**src/common/ctrlPkg.sv**
```systemverilog
package ctrlPkg;

    localparam int dataW = 16;          // instruction and address width

    typedef logic [dataW-1:0] instrT;   // one fetched instruction word
    typedef logic [dataW-1:0] addrT;    // instruction address, isr vectors

    typedef struct packed {
        logic carry;
        logic zero;
        logic negative;
        logic irqEn;                    // global interrupt enable
    } flagsT;

    typedef enum logic [3:0] {
        aluImm, aluReg,                 // register alu forms
        ioXfer, ptrXfer,                // port and pointer transfers
        branch, jump, call, ret,        // flow control
        nopHalt,                        // dirBit picks HLT
        illegal
    } instrClassE;

    typedef enum logic [2:0] {
        part1, part2, part3,            // generic instruction parts
        jumpFetch, callFetch,           // address word cycles
        irqEntry,                       // second push of isr entry
        start                           // start-up hold
    } phaseE;

    typedef struct packed {
        instrClassE instrClass;
        logic [3:0] aluOp;              // alu mode or pointer opcode nibble
        logic [3:0] regSel;             // register file port B select
        logic       dirBit;             // out / store / reg form / halt
        logic       condMet;            // condition code holds
        logic       noIrq;              // HLT and RET run uninterrupted
    } decodedT;

    // in start, takeIrq marks the last cycle of the delay
    typedef struct packed {
        phaseE phase;
        logic  takeIrq;
    } stepT;

    // **************************************************
    // control word select encodings
    typedef enum logic [2:0] {
        pcNext, pcPlusOne, irqVector, instrWord, regPair, returnAddr, pcRelative
    } iMemAddrE;

    typedef enum logic [2:0] {
        aluOut, retHigh, retLow, curHigh, curLow
    } dMemDataE;

    typedef enum logic [1:0] {
        pointer, portImm, pointerPlusOne
    } dMemAddrE;

    typedef enum logic {
        aluFlags, irqDisable
    } statusSrcE;

    typedef struct packed {
        logic       src;                // 0 alu out, 1 dmem read data
        logic [3:0] outBSelect;
        logic       writeEn;
        logic       add;                // pointer update through adder
        logic       constSrc;           // 0 plus one, 1 minus one
    } regFileT;

    typedef struct packed {
        logic       srcBImm;            // operand B from 8-bit immediate
        logic [3:0] mode;
    } aluT;

    typedef struct packed {
        dMemDataE data;
        dMemAddrE addr;
        logic     writeEn;
        logic     readEn;
    } dMemT;

    typedef struct packed {
        statusSrcE src;
        logic      flagEn;
    } statusT;

    typedef struct packed {
        iMemAddrE iMemAddr;
        logic     iMemReadEn;
        logic     pcWriteEn;            // marks the last cycle
    } fetchT;

    typedef struct packed {
        regFileT regFile;
        aluT     alu;
        dMemT    dMem;
        statusT  status;
        fetchT   fetch;
    } ctrlWordT;

endpackage

```
**src/decode/instrDecoder.sv**
```systemverilog
`timescale 1ns/1ns

module instrDecoder import ctrlPkg::*; (
    input  instrT   instr,
    input  flagsT   flags,
    output decodedT decoded
);
    logic [3:0] opLow;
    logic [3:0] opHigh;
    logic isNop, isHlt, isImm, isIo, isRegReg, isSingle;
    logic isPtr, isBr, isBrReg, isJmp, isCall, isRet;

    assign opLow  = instr[3:0];                 // primary opcode
    assign opHigh = instr[7:4];                 // sub-opcode nibble

    // **************************************************
    // opcode matching
    assign isNop    = (instr == 16'h0000);
    assign isHlt    = (instr == 16'hFFFF);
    assign isImm    = (opLow >= 4'h1) && (opLow <= 4'h7);
    assign isIo     = (opLow == 4'h8) || (opLow == 4'h9);
    assign isRegReg = (opLow == 4'hA) && (opHigh >= 4'h1) && (opHigh <= 4'h9);
    assign isPtr    = (opLow == 4'hA) && (opHigh >= 4'hC) && !instr[8];
    assign isBr     = (opLow == 4'hE);              // pc relative
    assign isSingle = (opLow == 4'hF) && (opHigh >= 4'hA) && (instr[11:8] == 4'h0);
    assign isBrReg  = (instr[8:0] == 9'h01F) && !instr[12];     // through reg pair
    assign isJmp    = (instr[12:0] == 13'h0E2F);
    assign isCall   = (instr[12:0] == 13'h0E3F);
    assign isRet    = (instr[12:0] == 13'h0E4F);

    always_comb begin
        decoded.instrClass = illegal;
        decoded.aluOp      = 4'd0;                  // pass A
        decoded.regSel     = {instr[11:9], 1'b0};   // pair base
        decoded.dirBit     = 1'b0;
        decoded.noIrq      = isHlt || isRet;
        if (isNop || isHlt) begin
            decoded.instrClass = nopHalt;
            decoded.dirBit     = isHlt;
        end else if (isImm) begin
            decoded.instrClass = aluImm;
            decoded.aluOp      = {1'b0, instr[2:0]};    // op in low bits
        end else if (isIo) begin
            decoded.instrClass = ioXfer;
            decoded.dirBit     = instr[0];          // OUT
        end else if (isRegReg || isSingle) begin
            decoded.instrClass = aluReg;
            decoded.aluOp      = opHigh;
            decoded.regSel     = instr[11:8];       // zero for single reg
        end else if (isPtr) begin
            decoded.instrClass = ptrXfer;
            decoded.aluOp      = opHigh;            // bit 0 picks decrement
            decoded.dirBit     = !instr[5];         // store
        end else if (isBr || isBrReg) begin
            decoded.instrClass = branch;
            decoded.dirBit     = instr[0];          // register form
        end else if (isJmp) begin
            decoded.instrClass = jump;
        end else if (isCall) begin
            decoded.instrClass = call;
        end else if (isRet) begin
            decoded.instrClass = ret;
        end
    end

    // **************************************************
    // condition code in the top three bits
    always_comb begin
        case (instr[15:13])
            3'd1:    decoded.condMet = flags.carry;
            3'd2:    decoded.condMet = !flags.carry;
            3'd3:    decoded.condMet = flags.zero;
            3'd4:    decoded.condMet = !flags.zero;
            3'd5:    decoded.condMet = flags.negative;
            3'd6:    decoded.condMet = !flags.negative;
            default: decoded.condMet = 1'b1;        // always
        endcase
    end

endmodule

```
**src/execute/ctrlSequencer.sv**
```systemverilog
`timescale 1ns/1ns

module ctrlSequencer import ctrlPkg::*; #(
    parameter int startDelay = 40
) (
    input  logic    clk,
    input  logic    rstN,
    input  decodedT decoded,
    input  logic    irqPending,
    input  logic    irqEnable,
    output stepT    step,
    output logic    irqAck,
    output logic    cpuReset
);
    phaseE      phase;
    phaseE      nextPhase;
    logic [5:0] delay;                              // start-up cycle count
    logic       delayDone;
    logic       takeIrq;

    // **************************************************
    // phase and delay registers
    always_ff @(posedge clk) begin
        if (!rstN) begin
            phase <= start;
            delay <= '0;
        end else begin
            phase <= nextPhase;
            delay <= (phase == start) ? delay + 6'd1 : 6'd0;  // counts only in start
        end
    end

    assign delayDone = (phase == start) && (delay == 6'(startDelay));
    // entry only between instructions
    assign takeIrq   = (phase == part1) && irqEnable && irqPending && !decoded.noIrq;

    assign step.phase   = phase;
    assign step.takeIrq = takeIrq || delayDone;     // delay end rides on takeIrq
    assign irqAck       = (phase == irqEntry);      // clear the winner
    assign cpuReset     = (phase == start);

    // **************************************************
    // next phase
    always_comb begin
        nextPhase = part1;
        case (phase)
            start: begin
                nextPhase = delayDone ? part1 : start;
            end
            part1: begin
                if (takeIrq) begin
                    nextPhase = irqEntry;
                end else begin
                    case (decoded.instrClass)
                        ioXfer, ptrXfer: begin
                            nextPhase = decoded.dirBit ? part1 : part2;     // IN / load
                        end
                        jump:    nextPhase = decoded.condMet ? jumpFetch : part1;
                        call:    nextPhase = decoded.condMet ? callFetch : part1;
                        ret:     nextPhase = decoded.condMet ? part2 : part1;
                        default: nextPhase = part1;     // HLT repeats here
                    endcase
                end
            end
            part2: begin
                nextPhase = (decoded.instrClass == ret) ? part3 : part1;   // second pop
            end
            part3, jumpFetch, callFetch, irqEntry: begin
                nextPhase = part1;
            end
            default: begin
                nextPhase = start;                  // unused code
            end
        endcase
    end

endmodule

```
**src/logic/controlUnit.sv**
```systemverilog
`timescale 1ns/1ns

module controlUnit import ctrlPkg::*; #(
    parameter int startDelay = 40,                  // start-up hold cycles
    parameter int numIrq     = 4
) (
    input  logic              clk,
    input  logic              rstN,
    input  instrT             instr,
    input  flagsT             flags,
    input  logic [numIrq-1:0] irqReq,
    input  addrT              irqVec [numIrq],
    output ctrlWordT          ctrlWord,
    output addrT              irqVector,
    output logic [numIrq-1:0] irqClr,
    output logic              cpuReset
);
    decodedT decoded;                               // current instruction
    stepT    step;
    logic    irqPending;
    logic    irqAck;

    // **************************************************
    // decode, sequence, control word, interrupts
    instrDecoder u0 (
        .instr   (instr),
        .flags   (flags),
        .decoded (decoded)
    );

    ctrlSequencer #(
        .startDelay (startDelay)
    ) u1 (
        .clk        (clk),
        .rstN       (rstN),
        .decoded    (decoded),
        .irqPending (irqPending),
        .irqEnable  (flags.irqEn),                  // global enable flag
        .step       (step),
        .irqAck     (irqAck),
        .cpuReset   (cpuReset)
    );

    ctrlWordGen u2 (
        .decoded  (decoded),
        .step     (step),
        .ctrlWord (ctrlWord)
    );

    irqArbiter #(
        .numIrq (numIrq)
    ) u3 (
        .irqReq     (irqReq),
        .irqVec     (irqVec),
        .irqAck     (irqAck),
        .irqVector  (irqVector),
        .irqPending (irqPending),
        .irqClr     (irqClr)
    );

endmodule

```
**src/logic/irqArbiter.sv**
```systemverilog
`timescale 1ns/1ns

module irqArbiter import ctrlPkg::*; #(
    parameter int numIrq = 4
) (
    input  logic [numIrq-1:0] irqReq,
    input  addrT              irqVec [numIrq],
    input  logic              irqAck,
    output addrT              irqVector,
    output logic              irqPending,
    output logic [numIrq-1:0] irqClr
);
    logic [numIrq-1:0] grant;                       // one-hot winner

    // **************************************************
    // lowest set bit wins
    assign grant      = irqReq & (~irqReq + 1'b1);
    assign irqPending = |irqReq;
    assign irqClr     = irqAck ? grant : '0;        // pulse during entry only

    // and-or mux on the one-hot grant
    always_comb begin
        irqVector = '0;                             // zero when idle
        for (int i = 0; i < numIrq; i++) begin
            irqVector = irqVector | (irqVec[i] & {dataW{grant[i]}});
        end
    end

endmodule

```
**src/result/ctrlWordGen.sv**
```systemverilog
`timescale 1ns/1ns

module ctrlWordGen import ctrlPkg::*; (
    input  decodedT  decoded,
    input  stepT     step,
    output ctrlWordT ctrlWord
);
    localparam logic [3:0] spSel = 4'b1110;     // stack pointer low reg

    logic firstPart;
    logic lastPart;

    assign firstPart = (step.phase == part1);
    assign lastPart  = (step.phase == part2);   // second cycle of IN / load

    always_comb begin
        // **************************************************
        // safe word, one-cycle no-op
        ctrlWord.regFile.src        = 1'b0;                 // alu out
        ctrlWord.regFile.outBSelect = decoded.regSel;
        ctrlWord.regFile.writeEn    = 1'b0;
        ctrlWord.regFile.add        = 1'b0;
        ctrlWord.regFile.constSrc   = 1'b0;                 // plus one
        ctrlWord.alu.srcBImm        = 1'b0;                 // port B
        ctrlWord.alu.mode           = 4'd0;                 // pass A
        ctrlWord.dMem.data          = aluOut;
        ctrlWord.dMem.addr          = pointer;
        ctrlWord.dMem.writeEn       = 1'b0;
        ctrlWord.dMem.readEn        = 1'b0;
        ctrlWord.status.src         = aluFlags;
        ctrlWord.status.flagEn      = 1'b0;
        ctrlWord.fetch.iMemAddr     = pcNext;
        ctrlWord.fetch.iMemReadEn   = 1'b1;
        ctrlWord.fetch.pcWriteEn    = 1'b1;

        case (step.phase)
            start: begin
                ctrlWord.status.src      = irqDisable;      // hold interrupts off
                ctrlWord.status.flagEn   = 1'b1;
                ctrlWord.fetch.pcWriteEn = step.takeIrq;    // first fetch
            end
            irqEntry, callFetch: begin
                ctrlWord.regFile.outBSelect = spSel;
                ctrlWord.regFile.add        = 1'b1;
                ctrlWord.regFile.constSrc   = 1'b1;         // SP--
                ctrlWord.dMem.writeEn       = 1'b1;         // high byte push
                if (step.phase == irqEntry) begin
                    ctrlWord.dMem.data      = curHigh;
                    ctrlWord.status.src     = irqDisable;
                    ctrlWord.status.flagEn  = 1'b1;
                    ctrlWord.fetch.iMemAddr = irqVector;
                end else begin
                    ctrlWord.dMem.data      = retHigh;
                    ctrlWord.fetch.iMemAddr = instrWord;    // call target
                end
            end
            jumpFetch: begin
                ctrlWord.fetch.iMemAddr = instrWord;        // jump target
            end
            default: begin
                if (step.takeIrq) begin
                    // interrupt entry, first push
                    ctrlWord.regFile.outBSelect = spSel;
                    ctrlWord.regFile.add        = 1'b1;
                    ctrlWord.regFile.constSrc   = 1'b1;
                    ctrlWord.dMem.data          = curLow;
                    ctrlWord.dMem.writeEn       = 1'b1;
                    ctrlWord.status.src         = irqDisable;
                    ctrlWord.status.flagEn      = 1'b1;
                    ctrlWord.fetch.iMemAddr     = irqVector;
                    ctrlWord.fetch.iMemReadEn   = 1'b0;     // jump on next cycle
                    ctrlWord.fetch.pcWriteEn    = 1'b0;
                end else begin
                    case (decoded.instrClass)
                        aluImm, aluReg: begin
                            ctrlWord.regFile.writeEn = 1'b1;
                            ctrlWord.alu.srcBImm     = (decoded.instrClass == aluImm);
                            ctrlWord.alu.mode        = decoded.aluOp;
                            ctrlWord.status.flagEn   = (decoded.aluOp != 4'd1);    // LDI / MOV
                        end
                        ioXfer, ptrXfer: begin
                            ctrlWord.regFile.src      = 1'b1;       // dmem read data
                            ctrlWord.regFile.writeEn  = lastPart;
                            ctrlWord.dMem.writeEn     = decoded.dirBit;
                            ctrlWord.dMem.readEn      = !decoded.dirBit && firstPart;
                            ctrlWord.fetch.iMemReadEn = decoded.dirBit || lastPart;
                            ctrlWord.fetch.pcWriteEn  = decoded.dirBit || lastPart;
                            if (decoded.instrClass == ioXfer) begin
                                ctrlWord.dMem.addr = portImm;
                            end else begin
                                ctrlWord.regFile.add      = firstPart;      // pointer step
                                ctrlWord.regFile.constSrc = decoded.aluOp[0];
                            end
                        end
                        branch: begin
                            if (decoded.condMet) begin
                                ctrlWord.fetch.iMemAddr = decoded.dirBit ? regPair : pcRelative;
                            end
                        end
                        jump, call: begin
                            ctrlWord.fetch.iMemAddr  = decoded.condMet ? pcNext : pcPlusOne;
                            ctrlWord.fetch.pcWriteEn = !decoded.condMet;    // skip addr word
                            if (decoded.instrClass == call) begin
                                ctrlWord.regFile.outBSelect = spSel;
                                ctrlWord.regFile.add        = decoded.condMet;
                                ctrlWord.regFile.constSrc   = 1'b1;
                                ctrlWord.dMem.data          = retLow;   // low byte first
                                ctrlWord.dMem.writeEn       = decoded.condMet;
                            end
                        end
                        ret: begin
                            ctrlWord.regFile.outBSelect = spSel;
                            ctrlWord.regFile.add        = decoded.condMet && (step.phase != part3);
                            ctrlWord.dMem.addr          = pointerPlusOne;  // SP+1
                            ctrlWord.dMem.readEn        = decoded.condMet && (step.phase != part3);
                            ctrlWord.fetch.iMemAddr     = firstPart ? pcNext : returnAddr;
                            ctrlWord.fetch.iMemReadEn   = !decoded.condMet || (step.phase == part3);
                            ctrlWord.fetch.pcWriteEn    = !decoded.condMet || (step.phase == part3);
                        end
                        nopHalt: begin
                            ctrlWord.fetch.iMemReadEn = !decoded.dirBit;   // HLT stalls
                            ctrlWord.fetch.pcWriteEn  = !decoded.dirBit;
                        end
                        default: ;                              // illegal as NOP
                    endcase
                end
            end
        endcase
    end

endmodule

```
**config.mk**
```make
export PLATFORM = sky130hd
export DESIGN_NAME = controlUnit
export DESIGN_NICKNAME = d
export VERILOG_FILES = /design/src/common/ctrlPkg.sv /design/src/decode/instrDecoder.sv /design/src/execute/ctrlSequencer.sv /design/src/logic/controlUnit.sv /design/src/logic/irqArbiter.sv /design/src/result/ctrlWordGen.sv
export SDC_FILE = /design/constraint.sdc
export NUM_CORES = 1
export LEC_CHECK = 0
export ABC_AREA = 0
export BUFFER_PORTS_ARGS = -buffer_cell sky130_fd_sc_hd__buf_4
export CAP_MARGIN = 20
export CORE_UTILIZATION = 43
export CTS_CLUSTER_DIAMETER = 200
export DETAILED_ROUTE_END_ITERATION = 16
export HOLD_SLACK_MARGIN = 0.05
export PLACE_DENSITY = 0.85
export SYNTH_ARGS = -nofsm -noshare
export SYNTH_HDL_FRONTEND = slang
export SYNTH_SLANG_ARGS = --single-unit
export TNS_END_PERCENT = 30
```
**constraint.sdc**
```tcl
create_clock -name clk -period 3 [get_ports clk]
set_input_delay 0 -clock clk [delete_from_list [all_inputs] [get_ports clk]]
set_output_delay 0 -clock clk [all_outputs]
set_load 0.03 [all_outputs]
```
==> results.json, run 1 <==
{
  "final_cell_mix": "buf_4, nor2_1, nand2_1",
  "track_usage_pct": 29.17,
  "yosysWarnings": 0,
  "num_vias": 2738,
  "drc": 0,
  "drtIter0Drc": 242,
  "ys_ff_latch": 9,
  "wl_per_cell_um": 15.46,
  "cp_slowest_stage_delay_ns": 0.51,
  "cts.hold.buffers_added": 1,
  "chipWidth_um": 68.09,
  "ys.flop_type": "dfxtp_1",
  "die_area_mm2": 0.004636,
  "core_mm2": 0.004086,
  "clk_pin_slew_ns": 0.04,
  "port-buffer-count": 137,
  "critPathSlowestCell": "dfxtp_1",
  "synth-async-reset-ratio_pct": 0,
  "layout_commonest_cell": "buf_4",
  "cts_buffer_depth": 2,
  "cp-start-kind": "register",
  "rows": 23,
  "final_nets": 498,
  "grt_remaining_overflow": 0,
  "synth_edf_count": 0,
  "synth.net_count": 369,
  "post_cts_resized": 0,
  "cts_root_buffer": "clkbuf_8",
  "hold_class": "primary input to register",
  "ys_types": 66,
  "ir_drop_uv": 103.9,
  "syn_area_mm2": 0.001878,
  "p_total_uw": 577.7,
  "fin_setup_tns_ns": 0,
  "post_cts_buffers": 0,
  "worstPathArrival_ns": 2.54,
  "gp_congestion": 1.018,
  "required_ns": 3.00,
  "fin_worst_skew_ns": 0.001536,
  "rsz0062_at_grt": "false",
  "period_share_pct": 84.53,
  "antenna_found_initial": 0,
  "drive_above_1_share_pct": 41.19,
  "cp_num_buf_inv": 2,
  "crit_path_end_kind": "primary output",
  "synth_top_area_share_pct": 9.594,
  "clkLatencyLatePin_ns": 0.23,
  "period_minus_slack_ns": 2.536,
  "grt_pass1_vias": 2338,
  "htree_levels": 1,
  "crit_type": "register to primary output",
  "syn_inst": 275,
  "synth_area_leader_cell": "dfxtp_1",
  "drv_cap": 0,
  "drt_pass1_iterations": 5,
  "cellLeakagePower_nw": 1.397,
  "cp_max_fo": 11,
  "cts_num_sinks": 9,
  "hpwl_mm": 5.747,
  "cts_made_buffers": 3,
  "cp_cell_sequence": "inv_1 -> ha_1 -> a21oi_1 -> o21ai_0 -> o311ai_1 -> buf_4",
  "avgSynthCellArea_um2": 6.829,
  "cpLargestDelayFamily": "compound AO/OA/AOI/OAI gates",
  "postLayoutCoreUtil_pct": 72.35,
  "ios": 138,
  "cts_tree": "built",
  "die_h_um": 68.09,
  "drt_wl_total_mm": 7.004,
  "synth.yosys.seq_area_share_pct": 9.594,
  "synth_area_leaders": "dfxtp_1, a221o_1, a22oi_1",
  "diodes": 0,
  "drv_slew": 0,
  "p_per_area_mw_per_mm2": 195.4,
  "viasPerCell": 6.044,
  "syn_to_final_growth_pct": 57.43,
  "ant_nets": 0,
  "relSlewSlack_pct": 59.07,
  "grt_pass1_wl_mm": 10.49,
  "fmax_mhz": 394.3,
  "tightest_slew_ns": 0.6098,
  "final-setup-viol-count": 0,
  "final_hold_viol_count": 0,
  "start_util_pct": 45.96,
  "grt_max_degree": 38,
  "status": "finished clean"
}
## sequential cells by signal, summed over array words and instances, names as in the netlist
name / cells
u1.delay: 6
u1.phase: 3
## cell usage after synthesis, types with 4 or more instances
cell type / instances
nor2b_1: 5
ha_1: 4
dfxtp_1: 9
and3_1: 5
nor2_1: 34
a221oi_1: 4
a221o_1: 16
clkbuf_1: 13
nand2_1: 22
nor3_1: 7
a21oi_1: 14
inv_1: 11
nor4_1: 6
o31ai_1: 4
nand3_1: 11
a22oi_1: 19
nand2b_1: 5
or3_1: 4
o21ai_0: 14
## worst paths after layout
check	startpoint	to	slack [ns]	cells after the start
max	u1.phase[1]	ctrlWord[3]	0.46	6
min	instr[4]	u1.phase[0]	0.29	4
max reg2reg	u1.phase[1]	u1.phase[2]	1.24	7
min reg2reg	u1.delay[0]	u1.delay[0]	0.46	1
## cells by family after synthesis
kind of cell    count (synthesis)  synth area share [%]
flops                           9                 9.593
compound gates                 97                 38.44
xor+xnor                        6                 2.799
fa+ha+maj                       4                 2.665
simple gates                  129                 38.71
buf+inv                        30                 7.794
## report_power, final
group,internal [mW],total (mW),switching (mW),leakage [nW]
sequential,0.124,0.127,0.00301,0.0732
clock,0.0924,0.138,0.0458,0.0228
combinational,0.155,0.313,0.158,1.30
## layer usage
metal  part of all wire (%)  vias up  track usage (%)
met5                      0        -                0
met4                   0.56        0            3.906
met3                    9.8        6            7.167
met2                     48      166            48.28
met1                     42     1242            38.64
li1                       -     1324                -
## tightest hold or removal path, delay by kind of cell
kind / cells / cell delay, ns
and+or+nand+nor: 1 / 0.09
buffers and inverters: 1 / 0.13
AOI/OAI and AO/OA: 2 / 0.24
## area by class of cell
type,count,area (µm²)
timing repair buffer,143,1076
tap,50,62.56
inverter,11,41.29
multi-input combinational,236,1551
fill,358,1130
clock buffer,4,45.04
sequential,9,180.2
## through the flow
step / hold WS (ns) / setup slack (ns) / cell area (µm²) / instances
6_report: 0.2924 / 0.4641 / 2957 / 453
5_1_grt: 0.3118 / 0.2268 / 2957 / 453
4_1_cts: 0.2735 / 0.4982 / 2957 / 453
3_5_place_dp: 0.2655 / 0.7530 / 2902 / 448
3_3_place_gp: 0.2573 / 0.9240 / 2902 / 448
2_1_floorplan: 0.1162 / 0.4751 / 1878 / 275
(Power assumes the default switching activity.)
==> run 2, diff against run 1 <==
CORE_UTILIZATION = 38   (was 43)
PLACE_DENSITY = 0.79   (was 0.85)
clock period = 2.2 ns   (was 3 ns; I/O delays follow)
==> run 2 against run 1 <==
Effect of this change:
- wire length fell by 1.8%
- cell area rose by 2.7%
- via count fell by 0.44%
- worst hold slack got worse by 0.014 ns
- count of clock-buffer cells in the layout did not move
- clock skew rose by 0.00055 ns
- utilization fell by 8.5 points
- sequential cell count did not move
- sequential share of layout area fell by 0.12 points
- register-to-register slack got worse by 0.77 ns
- first-iteration DRC count rose by 10%
- critical endpoint is now ctrlWord[7]
==> results.json, run 2 (same netlist as run 1, synthesis figures left out) <==
{
  "cpLargestDelayFamily": "simple AND/OR/NAND/NOR gates",
  "cp-start-kind": "register",
  "dp_slack_ns": 0.08883,
  "cellLeakagePower_nw": 1.424,
  "drtIter0Drc": 267,
  "reg2reg_to": "u1.phase[2]",
  "num_vias": 2726,
  "cp.depth": 6,
  "layoutNonFillerInstCount": 475,
  "period_share_pct": 95.53,
  "reg_top3": "u1.delay: 6 flops, u1.phase: 3 flops",
  "fillers": 445,
  "worstPathArrival_ns": 2.10,
  "chipWidth_um": 72.30,
  "hold-worst-slack_ns": 0.2786,
  "drt_wl_total_mm": 6.879,
  "grt_pass1_wl_mm": 10.51,
  "start_util_pct": 39.50,
  "clk_pin_slew_ns": 0.05,
  "hp-start": "instr[4]",
  "cts_root_buffer": "clkbuf_8",
  "rows": 25,
  "core_mm2": 0.004755,
  "die_h_um": 72.30,
  "tightest_slew_ns": 1.102,
  "largest_reg_flops": 6,
  "grt_max_degree": 37,
  "grt_remaining_overflow": 0,
  "drive_above_1_share_pct": 43.14,
  "cp_max_fo": 9,
  "viasPerCell": 5.739,
  "gp_congestion": 0.9690,
  "port-buffer-count": 137,
  "final_nets": 503,
  "worst_slack_ns": 0.09826,
  "final-setup-viol-count": 0,
  "fin_worst_skew_ns": 0.002085,
  "crit_path_end_kind": "primary output",
  "top_register": "u1.delay",
  "syn_to_final_growth_pct": 61.69,
  "worstRegToRegCells": 6,
  "hpwl_mm": 5.593,
  "cp_cell_sequence": "xor2_1 -> nand2_1 -> or2b_2 -> nor4_4 -> a2bb2oi_2 -> buf_4",
  "track_usage_pct": 24.25,
  "clkLatencyLatePin_ns": 0.23,
  "period_minus_slack_ns": 2.102,
  "ff2ff_setup_slack_ns": 0.47,
  "final_cell_mix": "buf_4, nor2_1, nand2_1",
  "post_cts_buffers": 0,
  "htree_levels": 1,
  "multi_input_area_mm2": 0.001572,
  "drc": 0,
  "final_hold_viol_count": 0,
  "place_inst": 470,
  "hold_class": "primary input to register",
  "relSlewSlack_pct": 26.39,
  "die_area_mm2": 0.005227,
  "cp_slowest_stage_delay_ns": 0.46,
  "grt_pass1_vias": 2363,
  "holdPathStages": 5,
  "cts_made_buffers": 3,
  "ant_nets": 0,
  "critPathSlowestCell": "dfxtp_1",
  "drv_cap": 0,
  "antenna_found_initial": 0,
  "status": "finished clean",
  "diodes": 0,
  "required_ns": 2.20,
  "p_per_area_mw_per_mm2": 258.8,
  "crit_type": "register to primary output",
  "ios": 138,
  "cp_num_buf_inv": 1,
  "cts_num_sinks": 9,
  "cts_tree": "built",
  "wl_per_cell_um": 14.48,
  "hold_end": "u1.phase[1]",
  "cts_buffer_depth": 2,
  "fmax_mhz": 475.8,
  "ir_drop_uv": 183.2,
  "drt_pass1_iterations": 4,
  "layout_commonest_cell": "buf_4",
  "rr_startpoint": "u1.phase[0]",
  "seq_area_um2": 181.4,
  "drv_slew": 0
}
## run 2: per-layer routing
metal  track usage, %  wire length, µm  vias up
li1                 -                -     1329
met4            3.268               47        0
met3            2.222              525        6
met1            32.38             2845     1251
met5                0                0        -
met2            43.20             3461      140
## run 2: through the flow
step            TNS, ns  total power, mW  instance area, µm²  util [%]
5_1_grt        -0.01273           0.8283                3037     63.87
3_5_place_dp          0           0.5948                2972     62.50
2_1_floorplan   -0.6363           0.3867                1889         -
4_1_cts               0           0.7846                3027     63.66
6_report              0           0.7860                3037     63.87
3_3_place_gp          0           0.5876                2972     62.50
## run 2: worst max path at each step
stage	start	end
final	u1.phase[0]	ctrlWord[7]
after global routing	u1.phase[0]	ctrlWord[7]
after CTS	u1.phase[2]	ctrlWord[7]
after detailed placement	instr[7]	ctrlWord[7]
after global placement	instr[7]	ctrlWord[7]
after floorplan	u1.phase[1]	ctrlWord[3]
## run 2: worst register-to-register path: cells and delay by family, from the launching register on
family	cells	cell delay [ns]
simple gates	3	0.77
compound gates	3	0.46
flops	1	0.38
## run 2: final cells by class
class	count	share of cell area [%]
inverters	11	1.360
well taps	67	2.761
clock buffers	4	1.483
flip-flops and latches	9	5.974
multi-input cells	236	51.75
repair buffers	148	36.67
## run 2: power by group
group	switching, mW	internal [mW]
clock network	0.0635	0.126
registers	0.00374	0.168
logic	0.212	0.213
total	0.279	0.507
## run 2: timing repair
| item | 4_1_cts | 5_1_grt |
|---|---|---|
| gates resized for setup | 0 | 3 |
| endpoints found under the setup margin | 0 | 8 |
| hold endpoints to repair | 2 | 0 |
| hold buffers | 1 | 0 |
==> run 3, diff against run 2 <==
CORE_UTILIZATION = 42   (was 38)
PLACE_DENSITY = 0.83   (was 0.79)
clock period = 2.3 ns   (was 2.2 ns; I/O delays follow)
==> run 3 against run 2 <==
Effect of this change:
- global-route usage grew 4.5 points
- combinational power shrank 3%
- die area shrank 9.3%
- register-to-register slack gained 0.03 ns
- cell area shrank 1.1%
- critical path depth grew 1
- worst hold slack gained 0.019 ns
- utilization grew 8.6 points
- critical path type unchanged
- largest cell class unchanged
==> results.json, run 3 (same netlist as run 1, synthesis figures left out) <==
{
  "diodes": 0,
  "die_h_um": 68.87,
  "rows": 23,
  "fmax_mhz": 462.9,
  "viasPerCell": 5.945,
  "p_per_area_mw_per_mm2": 250.9,
  "rsz0062_at_grt": "false",
  "wl_per_cell_um": 15.57,
  "fillers": 362,
  "postLayoutCoreUtil_pct": 72.49,
  "reg_top3": "u1.delay: 6 flops, u1.phase: 3 flops",
  "num_vias": 2717,
  "post_cts_buffers": 0,
  "tightest_slew_ns": 0.5122,
  "cts_root_buffer": "clkbuf_8",
  "clkLatencyLatePin_ns": 0.23,
  "required_ns": 2.30,
  "hold_end": "u1.phase[0]",
  "fin_worst_skew_ns": 0.001215,
  "drv_slew": 0,
  "drive_above_1_share_pct": 43.00,
  "antenna_found_initial": 0,
  "place_inst": 451,
  "grt_pass1_vias": 2288,
  "chipWidth_um": 68.87,
  "final_nets": 502,
  "worstRegToRegCells": 6,
  "hp-start": "instr[4]",
  "drc": 0,
  "period_minus_slack_ns": 2.160,
  "rr_startpoint": "u1.phase[0]",
  "drv_cap": 0,
  "cts_num_sinks": 9,
  "crit_type": "register to primary output",
  "gp_congestion": 0.9606,
  "cp_max_fo": 9,
  "largest_reg_flops": 6,
  "cts_made_buffers": 3,
  "port-buffer-count": 137,
  "cts_tree": "built",
  "status": "finished clean",
  "crit_path_end_kind": "primary output",
  "syn_to_final_growth_pct": 59.96,
  "top_register": "u1.delay",
  "htree_levels": 1,
  "relSlewSlack_pct": 65.75,
  "clk_pin_slew_ns": 0.04,
  "final_hold_viol_count": 0,
  "cellLeakagePower_nw": 1.418,
  "final-setup-viol-count": 0,
  "hold_class": "primary input to register",
  "cts_buffer_depth": 2,
  "final_cell_mix": "buf_4, nor2_1, nand2_1",
  "reg2reg_to": "u1.phase[2]",
  "drt_wl_total_mm": 7.114,
  "hpwl_mm": 5.895,
  "grt_max_degree": 37,
  "layoutNonFillerInstCount": 457,
  "track_usage_pct": 28.78,
  "holdPathStages": 4,
  "fin_setup_tns_ns": 0,
  "ir_drop_uv": 201.4,
  "cp-start-kind": "register",
  "period_share_pct": 93.92,
  "worstPathArrival_ns": 2.16,
  "drtIter0Drc": 224,
  "ant_nets": 0,
  "grt_remaining_overflow": 0,
  "layout_commonest_cell": "buf_4",
  "ios": 138,
  "start_util_pct": 45.32,
  "core_mm2": 0.004144,
  "die_area_mm2": 0.004743,
  "ff2ff_setup_slack_ns": 0.50,
  "drt_pass1_iterations": 5,
  "grt_pass1_wl_mm": 10.63
}
run 3: cell count changes in the layout (fill, tap and decap cells not counted):
cell,before,now
buf_4,147,146
dfxtp_1,8,7
dfxtp_2,1,2
or3_1,3,4
or3_4,1,0
run 3: how the worst max path moves through the flow:
stage / start / to / slack, ns
after detailed placement: instr[7] / ctrlWord[7] / 0.19
final: u1.phase[0] / ctrlWord[15] / 0.14
after CTS: u1.phase[1] / ctrlWord[3] / 0.02
after global placement: instr[7] / ctrlWord[7] / 0.25
after global routing: u1.phase[0] / ctrlWord[15] / 0.03
after floorplan: u1.phase[1] / ctrlWord[3] / -0.09
run 3: power breakdown:
part	switching, mW	internal, mW
Combinational	0.205	0.205
Clock	0.0583	0.120
Sequential	0.00396	0.161
Total	0.267	0.487
run 3: layer usage:
metal  track usage (%)  wire length, µm  vias up
met5                 0                0        -
met4             4.337               35        0
met3             5.757              652        4
met2             47.09             3490      142
met1             39.26             2936     1240
li1                  -                -     1331
run 3: per-stage QoR:
| stage | hold slack (ns) | power (mW) | setup WS, ns | area (µm²) |
|---|---|---|---|---|
| 4_1_cts | 0.2720 | 0.7547 | 0.02182 | 2990 |
| 3_5_place_dp | 0.2774 | 0.5726 | 0.1895 | 2935 |
| 2_1_floorplan | 0.1162 | 0.3699 | -0.09030 | 1889 |
| 6_report | 0.2978 | 0.7538 | 0.1398 | 3004 |
| 5_1_grt | 0.3198 | 0.7996 | 0.03123 | 3004 |
| 3_3_place_gp | 0.2607 | 0.5674 | 0.2530 | 2935 |
run 3: cell type report:
type / count / area, µm² / area share [%]
clock buffer: 4 / 45.04 / 1.499
inverter: 11 / 41.29 / 1.374
multi-input combinational: 236 / 1567 / 52.14
sequential: 9 / 182.7 / 6.081
tap: 50 / 62.56 / 2.082
timing repair buffer: 147 / 1106 / 36.82
run 3: repair_timing:
| action | CTS | global route |
|---|---|---|
| hold buffers | 1 | 0 |
| endpoints found under the hold margin | 2 | 0 |
| setup endpoints to repair | 0 | 9 |
| resized for setup | 0 | 3 |
run 3: worst max-delay path, cell delays in order, from the launching register on:
cell       delay (ns)
dfxtp_1          0.37
nor3_1           0.32
and3_2           0.27
o21ai_2          0.12
or2_2            0.32
o2111ai_1        0.23
nor2_1           0.12
buf_4            0.19
